### config.mk
export PLATFORM = sky130hd
export DESIGN_NAME = result_ram
export DESIGN_NICKNAME = d
export VERILOG_FILES = /design/src/hdl/booth_pkg.sv /design/src/hdl/result_ram.sv
export SDC_FILE = /design/constraint.sdc
export NUM_CORES = 1
export LEC_CHECK = 0
export ABC_CLOCK_PERIOD_IN_PS = 9600
export BUFFER_PORTS_ARGS = -buffer_cell sky130_fd_sc_hd__clkbuf_2
export CELL_PAD_IN_SITES_DETAIL_PLACEMENT = 1
export CELL_PAD_IN_SITES_GLOBAL_PLACEMENT = 1
export CORE_ASPECT_RATIO = 0.8
export CORE_UTILIZATION = 35
export CTS_CLUSTER_SIZE = 30
export DETAILED_ROUTE_END_ITERATION = 7
export HOLD_SLACK_MARGIN = 0.1
export PLACE_DENSITY = 0.64
export SETUP_SLACK_MARGIN = 0.1
export SLEW_MARGIN = 5
export SYNTH_ARGS = -nofsm -noshare
export SYNTH_HDL_FRONTEND = slang
export SYNTH_SLANG_ARGS = --single-unit
### constraint.sdc
create_clock -name clk -period 9.6 [get_ports clk]
set_input_delay 0.96 -clock clk [delete_from_list [all_inputs] [get_ports clk]]
set_output_delay 0.96 -clock clk [all_outputs]
set_load 0.05 [all_outputs]
### src/hdl/booth_pkg.sv
package booth_pkg;

    // Operand and product widths
    localparam int op_width   = 16;
    localparam int prod_width = 2 * op_width;   // Full signed product

    // One Booth iteration per multiplier bit
    localparam int iter_count = op_width;
    localparam int cnt_width  = $clog2(iter_count) + 1;   // Must reach iter_count itself

    // Cluster sizing
    localparam int num_lanes      = 2;
    localparam int lane_idx_width = (num_lanes > 1) ? $clog2(num_lanes) : 1;

    // Result memory
    localparam int addr_width = 4;
    localparam int ram_depth  = 1 << addr_width;   // 16 words

    // ALU operation applied to the accumulator on each step
    typedef enum logic [1:0] {
        alu_pass = 2'b00,   // Booth pair 00 or 11
        alu_add  = 2'b01,   // Booth pair 01
        alu_sub  = 2'b10    // Booth pair 10
    } alu_op_e;

    // Per-lane controller states
    typedef enum logic [1:0] {
        st_idle  = 2'b00,
        st_load  = 2'b01,
        st_run   = 2'b10,
        st_write = 2'b11
    } lane_state_e;

endpackage
### src/hdl/result_ram.sv
module result_ram (
    input  logic                             clk,
    input  logic                             we,
    input  logic [booth_pkg::addr_width-1:0] waddr,
    input  logic [booth_pkg::addr_width-1:0] raddr,
    input  logic [booth_pkg::prod_width-1:0] wdata,
    output logic [booth_pkg::prod_width-1:0] rdata   // Valid one cycle after raddr
);

    import booth_pkg::*;

    logic [prod_width-1:0] mem [ram_depth];

    // Single write port
    always_ff @(posedge clk) begin
        if (we) begin
            mem[waddr] <= wdata;
        end
    end

    // Registered read, old data on a same-address write
    always_ff @(posedge clk) begin
        rdata <= mem[raddr];
    end

endmodule

After elaboration in Yosys (flattened, before gate mapping)
Memory sizes are Yosys's and may differ from the RTL's. A register that Yosys moved wholly into a read port is not among the register bits.
Cells that the tools add are included.
- register bits: 0
- RAM bits: 512
- bits of input ports: 42
- output and inout bits: 32
- logic and storage cells: 3
- memories: 1
- muxes and demuxes: 2
- memories (name ; words ; bits a word ; rd ports ; clocked after memory_dff ; wr ports ; RTL line ; source):
    mem ; 16 ; 32 ; 1 ; 1 ; 1 ; result_ram.sv:12 ; logic [prod_width-1:0] mem [ram_depth];
- operators with widths (operator ; count):
    $mux 1 ; 2

Longest topological paths before layout
- depth after elaboration: 2
- mapped depth: 5
- gate-level depth less buffers: 3

Worst setup path before layout
No wires, ideal clock.
- kind: input port to flip-flop
- from: input waddr[2] in the netlist's numbering
- to: memory mem[0][0] in the netlist's numbering, enable pin
- data arrival time: 3678 ps
- setup slack: 5460 ps
- cell stages on the path: 2
- path buffers: 0
- cells stage by stage: or3b_2 > nor3_1
- RTL lines (element ; RTL line ; source):
    start, declared ; result_ram.sv:4 ; input logic [booth_pkg::addr_width-1:0] waddr,
    end, declared ; result_ram.sv:12 ;
No word-level cell before the write port.

==> impl_metrics.csv <==
group,metric,value,unit
power,total_power,4.93,mW
yosys,synth_cell_types,18,
routing,via_count,9097,
routing,routedWlPerCell,25.8,µm
setup_path,worstSetupEndpointType,"register",
clock_tree,clkTransAtPathRegs,0.06,ns
grt,grt_max_degree,81,
setup_path,crit_arrival,3.66,ns
clock_tree,cts_setup_buffers,0,
floorplanning,start_util,35.7,%
run,maxCapViolations,0,
setup_path,cp_slowest_cell,"buf_4",
timing,hold_slack,0.667,ns
power,power-per-cell-area,216,nW/µm²
setup_path,cp.required,10.04,ns
clock_tree,cts_made_buffers,50,
place,place_inst,1640,
place,dp_slack,5.74,ns
yosys,netlist_instances,838,
layout,nNetsFinal,984,
routing,routed_wl,44700,µm
timing,final_hold_viol_count,0,
setup_path,crit_path_start_kind,"input pin",
setup_path,cp_max_fo,80,
clock_tree,cts_tree,"built",
floorplanning,die_w,268,µm
yosys,yosysSeqAreaShare,80.7,%
routing,ant_nets,0,
clock_tree,ctsHoldBuffers,0,
setup_path,critical_path_class,"input pin to register",
timing,max_freq,310,MHz
floorplanning,num_io_pins,74,
layout,instances_no_fill,1733,
setup_path,critPathTopFamily,"buffers and inverters",
timing,period_needed,3.22,ns
floorplanning,chipHeight,215,µm
timing,worstMarginPinSlew,1.09,ns
yosys,synthesis.nets,880,
setup_path,critical_path.max_stage_delay,0.89,ns
place,place_hpwl,21800,µm
place,place_congestion,0.701,
clock_tree,cts_root_buffer,"clkbuf_16",
routing,initialDrtViolationCount,806,
routing,avgViaCountPerCell,5.25,
grt,antenna_found_initial,3,
yosys,ys_ff_latch,544,
timing,fin_skew,0.0188,ns
timing,timing.setup.tns,0,ns
layout,fin_util,41.1,%
outcome,outcome,"finished clean",
clock_tree,h-tree-depth,2,
floorplanning,design.die.area,57700,µm²
floorplanning,num_rows,77,
floorplanning,core,55700,µm²
grt,grt_remaining_overflow,0,
min_path,hp-class,"register to register",
place,numPortBuffers,73,
grt,grt_pass1_vias,9603,
timing,fin_crit_sh,33.6,%
yosys,syn_avg_cell_area,23.7,µm²
timing,worst_slack,6.38,ns
layout,antenna_cells,0,
clock_tree,clock_latency,0.57,ns
layout,design_area,22900,µm²
power,vdd_ir_drop_max,137,µV
timing,grt_setup_unrepaired,"no",
clock_tree,cts_buffer_depth,3,
yosys,ys_warn_count,0,
routing,drc,0,
power,leakage,7.23,nW
timing,slew_viol_final,0,
grt,grt_use_total,15.6,%
layout,syn_to_final_growth,15.1,%
setup_path,worst-path-buf-inv,2,
routing,first_pass_iters,5,
setup_path,crit_path_cell_trace,"clkbuf_8 > buf_4 > mux4_2 > a22oi_1 > nand2_1",
timing,slew_headroom,27.2,%
timing,finalSetupViolations,0,
clock_tree,cts.repair.resized,0,
clock_tree,clock-sinks,544,
layout,drive_gt1_share,32.5,%
place,post_dp_cell_area,21200,µm²
grt,grt_first_pass_wirelength,64800,µm
yosys,syn-cell-area,19900,µm²
## registers in the layout, indices dropped and copies added, names as in the netlist
signal and flops:
mem 512, rdata 32
## tightest hold or removal path, delay by kind of cell, from the launching register on
| kind | cells | cell delay, ns |
|---|---|---|
| AO/OA/AOI/OAI | 1 | 0.05 |
| flip-flops | 1 | 0.31 |
| AND/OR/NAND/NOR | 1 | 0.05 |
| multiplexers | 1 | 0.22 |
## final cells by class
cell class                      count  area [µm²]
Multi-Input combinational cell    251        3750
Clock buffer                       58        1310
Fill cell                        5280       32800
Tap cell                          750         938
Timing Repair Buffer               95         542
Sequential cell                   544       16000
Clock inverter                     35         302
## logic make-up after synthesis
family                 share of synthesized area [%]
and+or+nand+nor                                 1.27
AOI/OAI and AO/OA                               2.42
muxes                                           14.5
buffers and inverters                           1.12
DFF                                             80.7
## metal layers
metal  routed length (µm)  global-route usage [%]
met5                   46                       0
met4                  798                    3.35
met3                 2510                    3.01
met2                20900                    24.1
met1                20500                    22.8
## path summary, 6_finish.rpt
check,endpoint,slack (ns),cells past startpoint,from
setup / recovery,rdata[4],6.38,5,raddr[0]
hold / removal,rdata[8],0.67,3,mem[15][8]
setup reg to reg,rdata[18],8.26,3,mem[10][18]
hold reg to reg,rdata[8],0.67,3,mem[15][8]
## placed cells by master (no fill, tap or decap)
cell | Yosys | final
edfxtp_1 | 512 | 512
mux4_2 | 128 | 128
clkbuf_2 | 0 | 71
a22oi_1 | 64 | 64
clkbuf_16 | 0 | 51
nand2_1 | 33 | 33
dfxtp_1 | 32 | 32
buf_4 | 11 | 23
nor2_4 | 0 | 13
clkinv_1 | 0 | 12
clkinv_2 | 0 | 12
clkbuf_1 | 17 | 6
clkinvlp_4 | 0 | 5
bufinv_16 | 0 | 5
nor3_2 | 0 | 4
nor2b_4 | 0 | 2
nand3b_1 | 2 | 2
nand2b_1 | 2 | 2
clkbuf_8 | 0 | 2
and2_2 | 0 | 1
nand3_1 | 1 | 1
or3b_2 | 1 | 1
inv_6 | 0 | 1
## cells in the mapped netlist
library cell	number	area share [%]
mux4_2	128	15
nor3_1	4	0.10
nand2b_1	2	0.063
nor2b_1	2	0.063
clkbuf_1	17	0.32
edfxtp_1	512	77
buf_1	9	0.17
and2_1	1	0.032
a22oi_1	64	2.4
buf_4	11	0.42
nand3b_1	2	0.076
buf_2	4	0.10
nand2_1	33	0.62
dfxtp_1	32	3.2
or3b_2	1	0.044
nor2_1	13	0.25
nand3_1	1	0.025
buf_6	2	0.11
## where the power goes
group	switching, mW	internal (mW)	total, mW	leakage, nW
registers	0.0174	2.65	2.67	4.89
clock network	0.862	1.11	1.98	0.784
logic	0.189	0.0921	0.281	1.56
total	1.07	3.86	4.93	7.23
(Power assumes the default switching activity.)
