**src/hdl/booth_pkg.sv**
```systemverilog
package booth_pkg;

    // Operand and product widths
    localparam int op_width   = 16;
    localparam int prod_width = 2 * op_width;   // Full signed product

    // One Booth iteration per multiplier bit
    localparam int iter_count = op_width;
    localparam int cnt_width  = $clog2(iter_count) + 1;   // Must reach iter_count itself

    // Cluster sizing
    localparam int num_lanes      = 2;
    localparam int lane_idx_width = (num_lanes > 1) ? $clog2(num_lanes) : 1;

    // Result memory
    localparam int addr_width = 4;
    localparam int ram_depth  = 1 << addr_width;   // 16 words

    // ALU operation applied to the accumulator on each step
    typedef enum logic [1:0] {
        alu_pass = 2'b00,   // Booth pair 00 or 11
        alu_add  = 2'b01,   // Booth pair 01
        alu_sub  = 2'b10    // Booth pair 10
    } alu_op_e;

    // Per-lane controller states
    typedef enum logic [1:0] {
        st_idle  = 2'b00,
        st_load  = 2'b01,
        st_run   = 2'b10,
        st_write = 2'b11
    } lane_state_e;

endpackage
```
**src/hdl/booth_control.sv**
```systemverilog
module booth_control (
    input  logic                             clk,
    input  logic                             rst_n,
    input  logic                             start,        // One-cycle strobe
    input  logic [booth_pkg::addr_width-1:0] dest,
    input  logic [1:0]                       q_pair,       // {Q0, Q-1} from datapath
    input  logic                             count_done,
    input  logic                             grant,        // This lane's arbiter grant
    output logic                             load,
    output logic                             step,
    output logic                             clear,
    output booth_pkg::alu_op_e               alu_op,
    output logic                             busy,
    output logic                             wr_req,
    output logic [booth_pkg::addr_width-1:0] wr_addr
);

    import booth_pkg::*;

    lane_state_e           state;
    lane_state_e           state_nxt;
    logic [addr_width-1:0] dest_q;   // Destination for the result write

    always_ff @(posedge clk or negedge rst_n) begin
        if (!rst_n) begin
            state <= st_idle;
        end else begin
            state <= state_nxt;
        end
    end

    always_comb begin
        state_nxt = state;
        case (state)
            st_idle: begin
                if (start) begin
                    state_nxt = st_load;   // Accepted only here
                end
            end
            st_load:  state_nxt = st_run;
            st_run: begin
                if (count_done) begin
                    state_nxt = st_write;
                end
            end
            st_write: begin
                if (grant) begin
                    state_nxt = st_idle;   // Write lands on this edge
                end
            end
            default:  state_nxt = st_idle;
        endcase
    end

    // Latch destination on an accepted start
    always_ff @(posedge clk) begin
        if (state == st_idle && start) begin
            dest_q <= dest;
        end
    end

    // Booth recoding of the current bit pair
    always_comb begin
        case (q_pair)
            2'b10:   alu_op = alu_sub;
            2'b01:   alu_op = alu_add;
            default: alu_op = alu_pass;   // 00 or 11
        endcase
    end

    assign load    = (state == st_load);
    assign step    = (state == st_run) && !count_done;
    assign clear   = (state == st_idle);
    assign busy    = (state != st_idle);
    assign wr_req  = (state == st_write);
    assign wr_addr = dest_q;

    // Request and its address held until granted
    a_req_held: assert property (
        @(posedge clk) disable iff (!rst_n)
        wr_req && !grant |=> wr_req && $stable(wr_addr)
    ) else $error("wr_req dropped before grant");

    // A start on a busy lane neither restarts it nor retargets it
    a_start_ignored: assert property (
        @(posedge clk) disable iff (!rst_n)
        start && busy |=> state != st_load && $stable(wr_addr)
    ) else $error("start accepted while busy");

    // Load through all iterations to the write request
    a_run_length: assert property (
        @(posedge clk) disable iff (!rst_n)
        state == st_load |-> ##(iter_count + 2) state == st_write
    ) else $error("wrong iteration count before write request");

endmodule

```
**config.mk**
```make
export PLATFORM = sky130hd
export DESIGN_NAME = booth_control
export DESIGN_NICKNAME = d
export VERILOG_FILES = /design/src/hdl/booth_pkg.sv /design/src/hdl/booth_control.sv
export SDC_FILE = /design/constraint.sdc
export NUM_CORES = 1
export LEC_CHECK = 0
export ABC_AREA = 0
export ABC_CLOCK_PERIOD_IN_PS = 4000
export BUFFER_PORTS_ARGS = -buffer_cell sky130_fd_sc_hd__buf_2
export CAP_MARGIN = 20
export CORE_AREA = 8 8 45 47
export CTS_CLUSTER_DIAMETER = 120
export DETAILED_ROUTE_END_ITERATION = 12
export DIE_AREA = 0 0 53 55
export PLACE_DENSITY_LB_ADDON = 0.2
export SYNTH_ARGS = -nofsm -noshare
export SYNTH_HDL_FRONTEND = slang
export SYNTH_SLANG_ARGS = --single-unit
```
**constraint.sdc**
```tcl
create_clock -name clk -period 4 [get_ports clk]
set_clock_uncertainty 0.2 [all_clocks]
set_input_delay 0.4 -clock clk [delete_from_list [all_inputs] [get_ports clk]]
set_output_delay 0.4 -clock clk [all_outputs]
set_load 0.03 [all_outputs]
```
=== Word level (Yosys, flattened, before mapping) ===
Index checks and enable logic that the tools add are counted.
W data, S select, Z words.

* Multiplexer cells: 5
* Reduce and logical (&&, ||, !) cells: 6
* Equal/unequal tests: 8

{| class="wikitable"
|+ Operator list
! cell !! number
|-
| $pmux W2 S4 || 1
|-
| $eq A2 B2 Y1 const B || 3
|-
| $mux W2 || 3
|-
| $ne A2 B2 Y1 const B || 3
|-
| $eq A2 B1 Y1 const B || 2
|-
| $pmux W2 S2 || 1
|-
| $reduce_and A3 Y1 || 1
|-
| $logic_and A1 B1 Y1 || 2
|-
| $logic_not A2 Y1 || 1
|-
| $reduce_bool A2 Y1 || 1
|-
| $logic_not A1 Y1 || 1
|}

* Bits in registers: 6
* Word-level logic and storage cells: 21

=== Logic depth before layout (Yosys ltp) ===
* Depth after elaboration: 3
* Mapped depth: 5
* Gate-level depth less buffers: 5

=== Least setup slack after synthesis ===
No wires, ideal clock.

* Path kind: flip-flop to flip-flop
* Start point: register state[0]
* End point: register dest_q[0], in the netlist wr_addr[0], enable pin
* Buffers on the path: 0
* Data required time: 3.470 ns
* Slack: 2.034 ns
* Library setup time: 0.330 ns
* Cell stages (with the launch flop): 5
* Arrival time: 1.437 ns
* Clock period less this slack: 1.966 ns
* Cell sequence: dfrtp_1 -> inv_1 -> ha_1 -> inv_1 -> nor2_1

* Cells in the longest elaborated chain, start to end: 2

{| class="wikitable"
|+ Ends and longest elaborated chain
! element !! RTL line !! text
|-
| start: declaration || booth_control.sv:20 || <nowiki>lane_state_e state;</nowiki>
|-
| start signal: assignment || booth_control.sv:26 || <nowiki>state <= st_idle;</nowiki>
|-
| start signal: assignment || booth_control.sv:28 || <nowiki>state <= state_nxt;</nowiki>
|-
| $logic_not A2 Y1 || - ||
|-
| named net clear || booth_control.sv:11 || <nowiki>output logic clear,</nowiki>
|-
| $logic_and A1 B1 Y1 || booth_control.sv:57 || <nowiki>if (state == st_idle && start) begin</nowiki>
|-
| end signal: assignment || booth_control.sv:58 || <nowiki>dest_q <= dest;</nowiki>
|-
| end: declaration || booth_control.sv:22 || <nowiki>logic [addr_width-1:0] dest_q;</nowiki>
|}

The timed path passes the listed nets, and every way through them passes these cells.
A chain may end at the register's enable or synchronous reset.

=== Worst setup path after layout ===
* Start point: register state[0]
* End point: output port step

* Cells in the longest elaborated chain, start to end: 2

{| class="wikitable"
|+ Ends and longest elaborated chain
! element !! RTL line !! text
|-
| $eq A2 B2 Y1 || booth_control.sv:72 || <nowiki>assign step = (state == st_run) && !count_done;</nowiki>
|-
| $logic_and A1 B1 Y1 || booth_control.sv:72 ||
|-
| end: declaration || booth_control.sv:10 || <nowiki>output logic step,</nowiki>
|}

Every way passes these cells.

==> results.json <==
{
  "status": "completed",
  "cts_tree": "yes",
  "grtUsageTotal_pct": 6.32,
  "finalNetCount": 67,
  "first_iter_violations": 4,
  "ys_seq_area_share_pct": 50.6,
  "crit_path_end_kind": "output port",
  "dp_cells": 61,
  "cts_setup_buffers": 0,
  "drive_gt1_share_pct": 54.0,
  "viasPerCell": 4.02,
  "grt_max_degree": 5,
  "syn-cell-area_um2": 337,
  "fin_cells": 66,
  "wire_per_inst_um": 11.9,
  "overflow": 0,
  "area_growth_pct": 48.0,
  "utilization_pct": 36.0,
  "root_buffer": "clkbuf_4",
  "slew_headroom_pct": 76.4,
  "rsz0062_at_grt": "no",
  "post-dp-hpwl_um": 679,
  "placementRows": 14,
  "htreeDepth": 1,
  "first_pass_iters": 2,
  "setup_violations": 0,
  "place_congestion": 0.709,
  "synth_fp_nets": 40,
  "synth-seq-cells": 6,
  "maxCapViolations": 0,
  "port_buffers": 21,
  "grt_pass1_vias": 291,
  "antenna_found_initial": 0,
  "antenna_left": 0,
  "die_h_um": 55,
  "min_period_ns": 1.95,
  "placed_cell_area_um2": 462,
  "syn_inst": 24,
  "max_freq_mhz": 512,
  "routed_wl_um": 786,
  "fin_tns_setup_ns": 0,
  "insertion_delay_ns": 0.24,
  "final_cell_area_um2": 498,
  "fin_hold_ws_ns": 0.128,
  "clock-sinks": 6,
  "num_vias": 265,
  "clock_path_buffers": 2,
  "total_power_uw": 376,
  "critPathMaxFanout": 4,
  "drc": 0,
  "ctsResizeCount": 0,
  "die_area_um2": 2920,
  "vdd_ir_drop_max_mv": 0.222,
  "dieWidth_um": 53,
  "avgSynthCellArea_um2": 14.0,
  "p_per_area_nw_per_um2": 755,
  "grt_pass1_wl_mm": 1.26,
  "yosysUniqueCellTypes": 10,
  "worstSetupPathType": "flop to output port",
  "antenna_cells": 0,
  "io_pins": 22,
  "setup_slack_ns": 2.05,
  "critPathLaunchType": "flop",
  "hold_path.class": "input pin to flop",
  "post-place-ws_ns": 2.28,
  "core_area_um2": 1380,
  "crit_arrival_ns": 1.35,
  "clk_pin_slew_ns": 0.05,
  "crit_required_ns": 3.40,
  "slew_violations": 0,
  "cts_buffers": 3,
  "start_util_pct": 24.3,
  "synth_warnings": 0,
  "timing.final.crit_share_pct": 48.8,
  "hold_viol_final": 0,
  "leakage_nw": 0.263,
  "worst_pin_slew_ns": 0.353
}
[power breakdown]
| part | leakage [nW] | internal [mW] | switching [mW] | total (mW) |
|---|---|---|---|---|
| clock network | 0.0150 | 0.0378 | 0.0228 | 0.0607 |
| registers | 0.0602 | 0.0871 | 0.0122 | 0.0993 |
| logic | 0.188 | 0.0843 | 0.132 | 0.216 |
| total | 0.263 | 0.209 | 0.167 | 0.376 |
[final cells by class]
class	count	area [um2]
Inverter	5	18.8
Timing Repair Buffer	22	115
Clock buffer	4	26.3
Multi-Input combinational cell	13	148
Sequential cell	6	170
Tap cell	16	20.0
Fill cell	154	886
[flip-flops by register name (all words and copies together) (netlist names)]
name and count:
wr_addr 4, state 2
[Yosys cell counts]
master / instances / area share [%]
a221oi_4: 1 / 7.8
dfrtp_1: 2 / 15
edfxtp_1: 4 / 36
ha_1: 5 / 19
inv_1: 5 / 5.6
mux2_4: 1 / 4.5
mux2i_1: 1 / 3.0
nor2_1: 2 / 2.2
nor2b_1: 2 / 3.7
nor2b_4: 1 / 4.1
[worst max-delay path: stages (launching register included)]
cell,delay [ns]
dfrtp_1,0.40
inv_1,0.13
ha_1,0.19
nor2b_4,0.18
buf_2,0.21
[path summary, 6_finish.rpt]
check / cells after the start / startpoint / slack, ns / endpoint
worst min register to register: 1 / state[1] / 0.38 / state[1]
min in group asynchronous: 2 / rst_n / 0.27 / state[0]
worst max-delay path: 4 / state[0] / 2.05 / step
worst min-delay path: 1 / dest[2] / 0.13 / wr_addr[2]
max in group asynchronous: 2 / rst_n / 3.23 / state[1]
worst max register to register: 5 / state[0] / 2.28 / state[1]
[repair_timing]
| action | CTS | global route |
|---|---|---|
| setup endpoints to repair | 0 | 0 |
| hold buffers | 1 | 0 |
| endpoints found under the hold margin | 2 | 0 |
[cells in the final DEF (no fill, tap or decap)]
cell type,count
nor2_1,2
a221oi_4,1
clkbuf_1,1
edfxtp_1,4
inv_1,5
ha_1,5
mux2_4,1
nor2b_4,1
mux2i_1,1
buf_2,21
clkbuf_4,3
dlygate4sd3_1,1
nor2b_1,2
dfrtp_1,2
[cell families after synthesis]
kind of cell / after synthesis / synth area share (%)
buffers and inverters: 5 / 5.58
muxes: 2 / 7.43
and+or+nand+nor: 5 / 10.0
adders and majority gates: 5 / 18.6
AOI/OAI and AO/OA: 1 / 7.81
DFF: 6 / 50.6
[metal layers]
layer | share of wire [%] | vias to the layer above | track usage, %
li1 | - | 130 | -
met1 | 40 | 117 | 5.86
met2 | 46 | 16 | 9.18
met3 | 12 | 2 | 4.01
met4 | 1.8 | 0 | 6.47
met5 | 0 | - | 0
Power figures use the tool's default switching activity.
