$ cat config.mk
export PLATFORM = sky130hd
export DESIGN_NAME = booth_datapath
export DESIGN_NICKNAME = d
export VERILOG_FILES = /design/src/hdl/booth_pkg.sv /design/src/hdl/booth_datapath.sv
export SDC_FILE = /design/constraint.sdc
export NUM_CORES = 1
export LEC_CHECK = 0
export ABC_AREA = 1
export BUFFER_PORTS_ARGS = -buffer_cell sky130_fd_sc_hd__buf_2
export CORE_UTILIZATION = 43
export DETAILED_ROUTE_END_ITERATION = 16
export MAX_ROUTING_LAYER = met4
export SLEW_MARGIN = 5
export SYNTH_ARGS = -nofsm -noshare
export SYNTH_HDL_FRONTEND = slang
export SYNTH_SLANG_ARGS = --single-unit
$ cat constraint.sdc
create_clock -name clk -period 2.9 [get_ports clk]
set_input_delay 0.58 -clock clk [delete_from_list [all_inputs] [get_ports clk]]
set_output_delay 0.58 -clock clk [all_outputs]
set_load 0.1 [all_outputs]
$ cat src/hdl/booth_pkg.sv
package booth_pkg;

    // Operand and product widths
    localparam int op_width   = 16;
    localparam int prod_width = 2 * op_width;   // Full signed product

    // One Booth iteration per multiplier bit
    localparam int iter_count = op_width;
    localparam int cnt_width  = $clog2(iter_count) + 1;   // Must reach iter_count itself

    // Cluster sizing
    localparam int num_lanes      = 2;
    localparam int lane_idx_width = (num_lanes > 1) ? $clog2(num_lanes) : 1;

    // Result memory
    localparam int addr_width = 4;
    localparam int ram_depth  = 1 << addr_width;   // 16 words

    // ALU operation applied to the accumulator on each step
    typedef enum logic [1:0] {
        alu_pass = 2'b00,   // Booth pair 00 or 11
        alu_add  = 2'b01,   // Booth pair 01
        alu_sub  = 2'b10    // Booth pair 10
    } alu_op_e;

    // Per-lane controller states
    typedef enum logic [1:0] {
        st_idle  = 2'b00,
        st_load  = 2'b01,
        st_run   = 2'b10,
        st_write = 2'b11
    } lane_state_e;

endpackage
$ cat src/hdl/booth_datapath.sv
module booth_datapath (
    input  logic                            clk,
    input  logic                            rst_n,
    input  logic [booth_pkg::op_width-1:0]  multiplier,     // Q operand, sampled on load
    input  logic [booth_pkg::op_width-1:0]  multiplicand,   // M operand, sampled on load
    input  logic                            load,
    input  logic                            step,
    input  logic                            clear,          // Held by controller while idle
    input  booth_pkg::alu_op_e              alu_op,
    output logic [1:0]                      q_pair,         // {Q0, Q-1}
    output logic                            count_done,
    output logic [booth_pkg::prod_width-1:0] product
);

    import booth_pkg::*;

    // Operand and working registers
    logic [op_width-1:0]   mcand_q;    // M
    logic [op_width-1:0]   acc_q;      // A
    logic [op_width-1:0]   mplier_q;   // Q
    logic                  q_m1;       // Q-1
    logic [cnt_width-1:0]  count;

    // One guard bit so A - M keeps its true sign when M is the most negative value
    logic [op_width:0]     mcand_ext;
    logic [op_width:0]     acc_ext;
    logic [op_width:0]     alu_out;

    // Next values after the arithmetic shift
    logic [op_width-1:0]   acc_nxt;
    logic [op_width-1:0]   mplier_nxt;
    logic                  q_m1_nxt;
    logic                  last_step;

    assign mcand_ext = {mcand_q[op_width-1], mcand_q};   // Sign extend
    assign acc_ext   = {acc_q[op_width-1], acc_q};

    // Add, subtract or pass
    always_comb begin
        case (alu_op)
            alu_add: alu_out = acc_ext + mcand_ext;
            alu_sub: alu_out = acc_ext - mcand_ext;
            default: alu_out = acc_ext;   // alu_pass
        endcase
    end

    // Shift {A, Q, Q-1} right by one, sign taken from the guard bit
    assign acc_nxt    = alu_out[op_width:1];
    assign mplier_nxt = {alu_out[0], mplier_q[op_width-1:1]};
    assign q_m1_nxt   = mplier_q[0];

    assign last_step  = step && (count == cnt_width'(iter_count - 1));

    // Counter and Q-1
    always_ff @(posedge clk or negedge rst_n) begin
        if (!rst_n) begin
            count <= '0;
            q_m1  <= 1'b0;
        end else if (clear || load) begin
            count <= '0;   // Fresh start for every operation
            q_m1  <= 1'b0;
        end else if (step) begin
            count <= count + 1'b1;
            q_m1  <= q_m1_nxt;
        end
    end

    // Operand registers and accumulator
    always_ff @(posedge clk) begin
        if (load) begin
            mcand_q  <= multiplicand;
            mplier_q <= multiplier;
            acc_q    <= '0;
        end else if (step) begin
            acc_q    <= acc_nxt;
            mplier_q <= mplier_nxt;
        end
    end

    // Product register, loaded once per operation and then held
    always_ff @(posedge clk) begin
        if (last_step) begin
            product <= {acc_nxt, mplier_nxt};
        end
    end

    assign q_pair     = {mplier_q[0], q_m1};
    assign count_done = (count == cnt_width'(iter_count));

    // Controller must stop stepping once all iterations are done
    a_no_step_after_done: assert property (
        @(posedge clk) disable iff (!rst_n)
        !(step && count_done)
    ) else $error("step asserted with count_done high");

endmodule

### Yosys cells after proc, flatten, opt, wreduce, memory -nomap -nowiden

Index checks and enable logic that the tools add are counted.

* output and inout port bits: 35
* input port bits: 39
* flip-flop bits (word level): 86
* word-level logic and storage cells: 24

* reductions and logical operators: 4
* $add $sub $neg: 3
* equal/unequal tests: 4
* muxes and demuxes: 7

Operators with widths (count)
* case mux 17 bit (2 select lines): 1
* 2-to-1 mux 16 bit: 2
* adder 16 x 16 -> 17 bit: 1
* subtractor 16 x 16 -> 17 bit: 1
* 2-to-1 mux 5 bit: 2
* adder 5 x 1 -> 5 bit, second input constant: 1
* == test 5 x 4 -> 1 bit, second input constant: 1
* == test 5 bit, second input constant: 1
* nonzero test 2 bit: 2
* == test 2 x 1 -> 1 bit, second input constant: 1
* == test 2 bit, second input constant: 1
* 2-to-1 mux 1 bit: 2
* logical AND 1 bit: 1
* logical OR 1 bit: 1

### Longest topological paths before layout

* word-level depth: 4
* mapped depth: 24

### Worst setup path after synthesis

Ideal clock, no wire load.

* kind: flip-flop to output port
* from: reg count[0]
* to: out count_done
* buffers on the path: 0
* cell stages (with the launch flop): 5
* setup slack: -0.338 ns
* arrival time: 2.658 ns
* cell sequence: dfrtp_1 inv_1 ha_1 nand2_1 nor3_1

* word-level cells in the longest chain between the ends: 1

Ends and longest elaborated chain
* from (decl): RTL line booth_datapath.sv:22 `logic [cnt_width-1:0] count;`
* from (signal assigned): RTL line booth_datapath.sv:63 `count <= count + 1'b1;`
* == test 5 bit: RTL line booth_datapath.sv:88 `assign count_done = (count == cnt_width'(iter_count));`
* to (decl): RTL line booth_datapath.sv:11 `output logic count_done,`

No other way between the ends.

### Worst setup path in the final report

* from: reg mcand_q[0]
* to: reg product[31] in the netlist's numbering, data pin

* word-level cells in the longest chain between the ends: 2

Ends and longest elaborated chain
* from (decl): RTL line booth_datapath.sv:18 `logic [op_width-1:0] mcand_q;`
* from (signal assigned): RTL line booth_datapath.sv:71 `mcand_q <= multiplicand;`
* subtractor 16 x 16 -> 17 bit / adder 16 x 16 -> 17 bit (equally long branches): RTL line booth_datapath.sv:42, booth_datapath.sv:41
* case mux 17 bit (2 select lines) *: RTL line booth_datapath.sv:40 `case (alu_op)`
* via alu_out[16]: RTL line booth_datapath.sv:27 `logic [op_width:0] alu_out;`
* to (signal assigned): RTL line booth_datapath.sv:83 `product <= {acc_nxt, mplier_nxt};`
* to (decl): RTL line booth_datapath.sv:12 `output logic [booth_pkg::prod_width-1:0] product`

The timed path passes the listed nets; every way through them passes the cells marked *.
A chain may end at the register's enable or synchronous reset.

==> flow_metrics.py <==
metrics = {
    "worst_setup_path": {
        "required_ns": 3.03,
        "crit_fanout": 5,
        "r2r_cells": 17,
        "endpoint_kind": "flip-flop",
        "crit_type": "flip-flop to flip-flop",
        "crit_arrival_ns": 2.90,
        "start_kind": "flip-flop",
    },
    "yosys": {
        "ys_ff_latch": 86,
        "synth_area_mm2": 0.004578,
        "synthTopCellsByArea": "edfxtp_1, nand2_1, dfxtp_1, ha_1, inv_1",
        "async_flop_share": 0.06977,
        "syn_nets": 590,
        "synth_area_leader_cell": "edfxtp_1",
        "synth.top_cell.area_share": 0.4198,
        "synth_area_per_cell_um2": 8.654,
        "synthCells": 529,
        "synth_flop_cell": "edfxtp_1",
        "synth_most_common_cell": "nand2_1",
        "ys_top_cells_by_count": "nand2_1, edfxtp_1, inv_1, nor2_1, nand3_1",
        "ys_seq_area_frac": 0.5225,
        "synth_edf_count": 64,
        "ys_types": 38,
        "ys_warn_count": 0,
    },
    "timing": {
        "max_clock_freq_mhz": 360.5,
        "tns_ns": 0,
        "rsz0062_at_grt": "true",
        "clock_skew_ns": 0.01309,
        "slew_headroom": 0.6684,
        "tightest_slew_ns": 0.5009,
        "report.final.slew_viol_count": 0,
        "hold_viol": 0,
        "setup-violations-final": 0,
        "fin_ws_ns": 0.1264,
        "finalCritPeriodShare": 0.9564,
        "worst_hold_slack_ns": 0.02057,
        "period_needed_ns": 2.774,
    },
    "drt": {
        "drt_first_pass_iters": 4,
        "wl_per_cell_um": 13.29,
        "wl_mm": 10.42,
        "drtAntennaViolNets": 0,
        "vias": 3722,
        "initialDrtViolationCount": 136,
        "vias_per_cell": 4.747,
        "drc_errors": 0,
    },
    "clock_network": {
        "cts_tree": "done",
        "cts_root_buffer": "clkbuf_8",
        "cts_inserted_buffers": 9,
        "clkLatencyLatePin_ns": 0.37,
        "htree_levels": 3,
        "clkTransAtPathRegs_ns": 0.08,
        "numClockSinks": 86,
        "cts.path.max_buffers": 2,
    },
    "global_route": {
        "grt_max_degree": 33,
        "use_met1": 0.2395,
        "top_usage_layer": "met2",
        "grtUsageMet3": 0.04616,
        "antenna_found_initial": 0,
        "met2_usage": 0.3482,
        "grt_overflow": 0,
        "grt_usage": 0.2034,
        "grt_pass1_vias": 3628,
        "grt_pass1_wl_mm": 16.88,
    },
    "power": {
        "p_total_mw": 3.248,
        "p_leak_nw": 2.738,
        "ir_drop_v": 0.0002521,
        "powerDensity_mw_per_mm2": 560.5,
    },
    "cells_and_area": {
        "n_fill_cell": 954,
        "nNetsFinal": 704,
        "final_cells": 784,
        "drive_gt1_frac": 0.2870,
        "antenna_cells": 0,
        "area_delta_synth_final_pct": 26.56,
    },
    "place": {
        "dpl.cell_count": 759,
        "io_buffers": 73,
        "dp_hpwl_mm": 7.676,
        "place_ws_ns": -0.1963,
        "place_congestion": 0.8549,
    },
    "flow_run": {
        "max_cap_viol_count": 0,
    },
    "die": {
        "io_pins": 74,
        "rows": 37,
        "design.die.area_mm2": 0.01106,
        "die_h_um": 105.2,
        "initial_core_util": 0.4435,
        "fp.dieW_um": 105.2,
        "coreArea_mm2": 0.01032,
    },
    "hold_path": {
        "min_path_type": "input pin to asynchronous set/reset pin",
    },
    "run_status": {
        "status": "completed",
    },
}
[placed cells by master (no fill, tap or decap), types with 6 or more instances in the layout]
cell type,synthesis,layout
inv_1,63,59
nand2_2,4,14
nor2_1,36,31
nand2_1,183,172
a21oi_1,18,12
ha_4,0,6
edfxtp_1,64,64
nand3_1,35,31
buf_2,3,73
dfxtp_1,16,16
ha_1,21,13
dfrtp_1,6,6
buf_4,4,41
o21ai_0,16,13
xor2_1,9,9
clkbuf_8,0,9
xnor2_1,7,6
[worst paths after layout]
kind,from,to,slack [ns]
max,mcand_q[0]$_DFFE_PP_,product[31]$_DFFE_PP_,0.13
min,rst_n,count[0]$_DFFE_PN0P_,0.02
max reg2reg,mcand_q[0]$_DFFE_PP_,product[31]$_DFFE_PP_,0.13
min reg2reg,mplier_q[4]$_DFFE_PP_,product[3]$_DFFE_PP_,0.46
max in group asynchronous,rst_n,count[4]$_DFFE_PN0P_,2.74
min in group clk,multiplicand[0],mcand_q[0]$_DFFE_PP_,0.38
[cells by family (layout without fill, tap and decap cells)]
kind of cell	count (synthesis)	in the layout	synth area share
fa+ha+maj	22	22	0.06177
compound gates	48	48	0.05876
xor+xnor	16	16	0.03061
simple gates	281	281	0.2599
flops	86	86	0.5225
buf+inv	76	195	0.06641
[stage by stage]
step / util / area (µm²)
6_report: 0.5613 / 5794
5_1_grt: 0.5613 / 5794
4_1_cts: 0.5335 / 5508
3_5_place_dp: 0.5136 / 5303
3_3_place_gp: 0.5136 / 5303
2_1_floorplan: - / 4583
[area by class of cell]
class,count,area [µm²],share of cell area
Clock buffer,9,123.9,0.02138
Multi-Input combinational cell,367,2102,0.3628
Clock inverter,7,77.57,0.01339
Tap cell,136,170.2,0.02937
Timing Repair Buffer,115,684.4,0.1181
Inverter,64,244.0,0.04211
Sequential cell,86,2392,0.4129
[critical path, cell delays in order (launching register included)]
cell	delay, ns
edfxtp_1	0.42
inv_2	0.12
nand3_2	0.09
nor3_2	0.19
inv_1	0.11
nor2_4	0.14
nor2_2	0.07
a21oi_2	0.13
xnor2_1	0.13
inv_1	0.10
ha_4	0.30
nand2_2	0.12
nor3_4	0.22
a21oi_1	0.09
nand2_1	0.10
nand3_2	0.07
nand2_2	0.07
nand2_2	0.05
[report_power, final]
part	switching (mW)	total [mW]	internal (mW)
Sequential	0.0549	1.47	1.42
Clock	0.466	0.875	0.409
Combinational	0.506	0.900	0.394
[per-layer routing]
layer  part of all wire  routed length, µm
met5                  0                  0
met4              0.014                150
met3              0.039                407
met2               0.50               5215
met1               0.45               4642
[repair_timing]
action | CTS | global route
hold buffers | 0 | 0
setup buffers | 0 | 9
endpoints found under the setup margin | 1 | 13
gates resized for setup | 1 | 53
pin swaps | 0 | 25
[flip-flops by register name, indices dropped and copies added, names as in the netlist]
name	cells
product	32
acc_q	16
mcand_q	16
mplier_q	16
count	5
q_m1	1
Power figures use the tool's default switching activity.
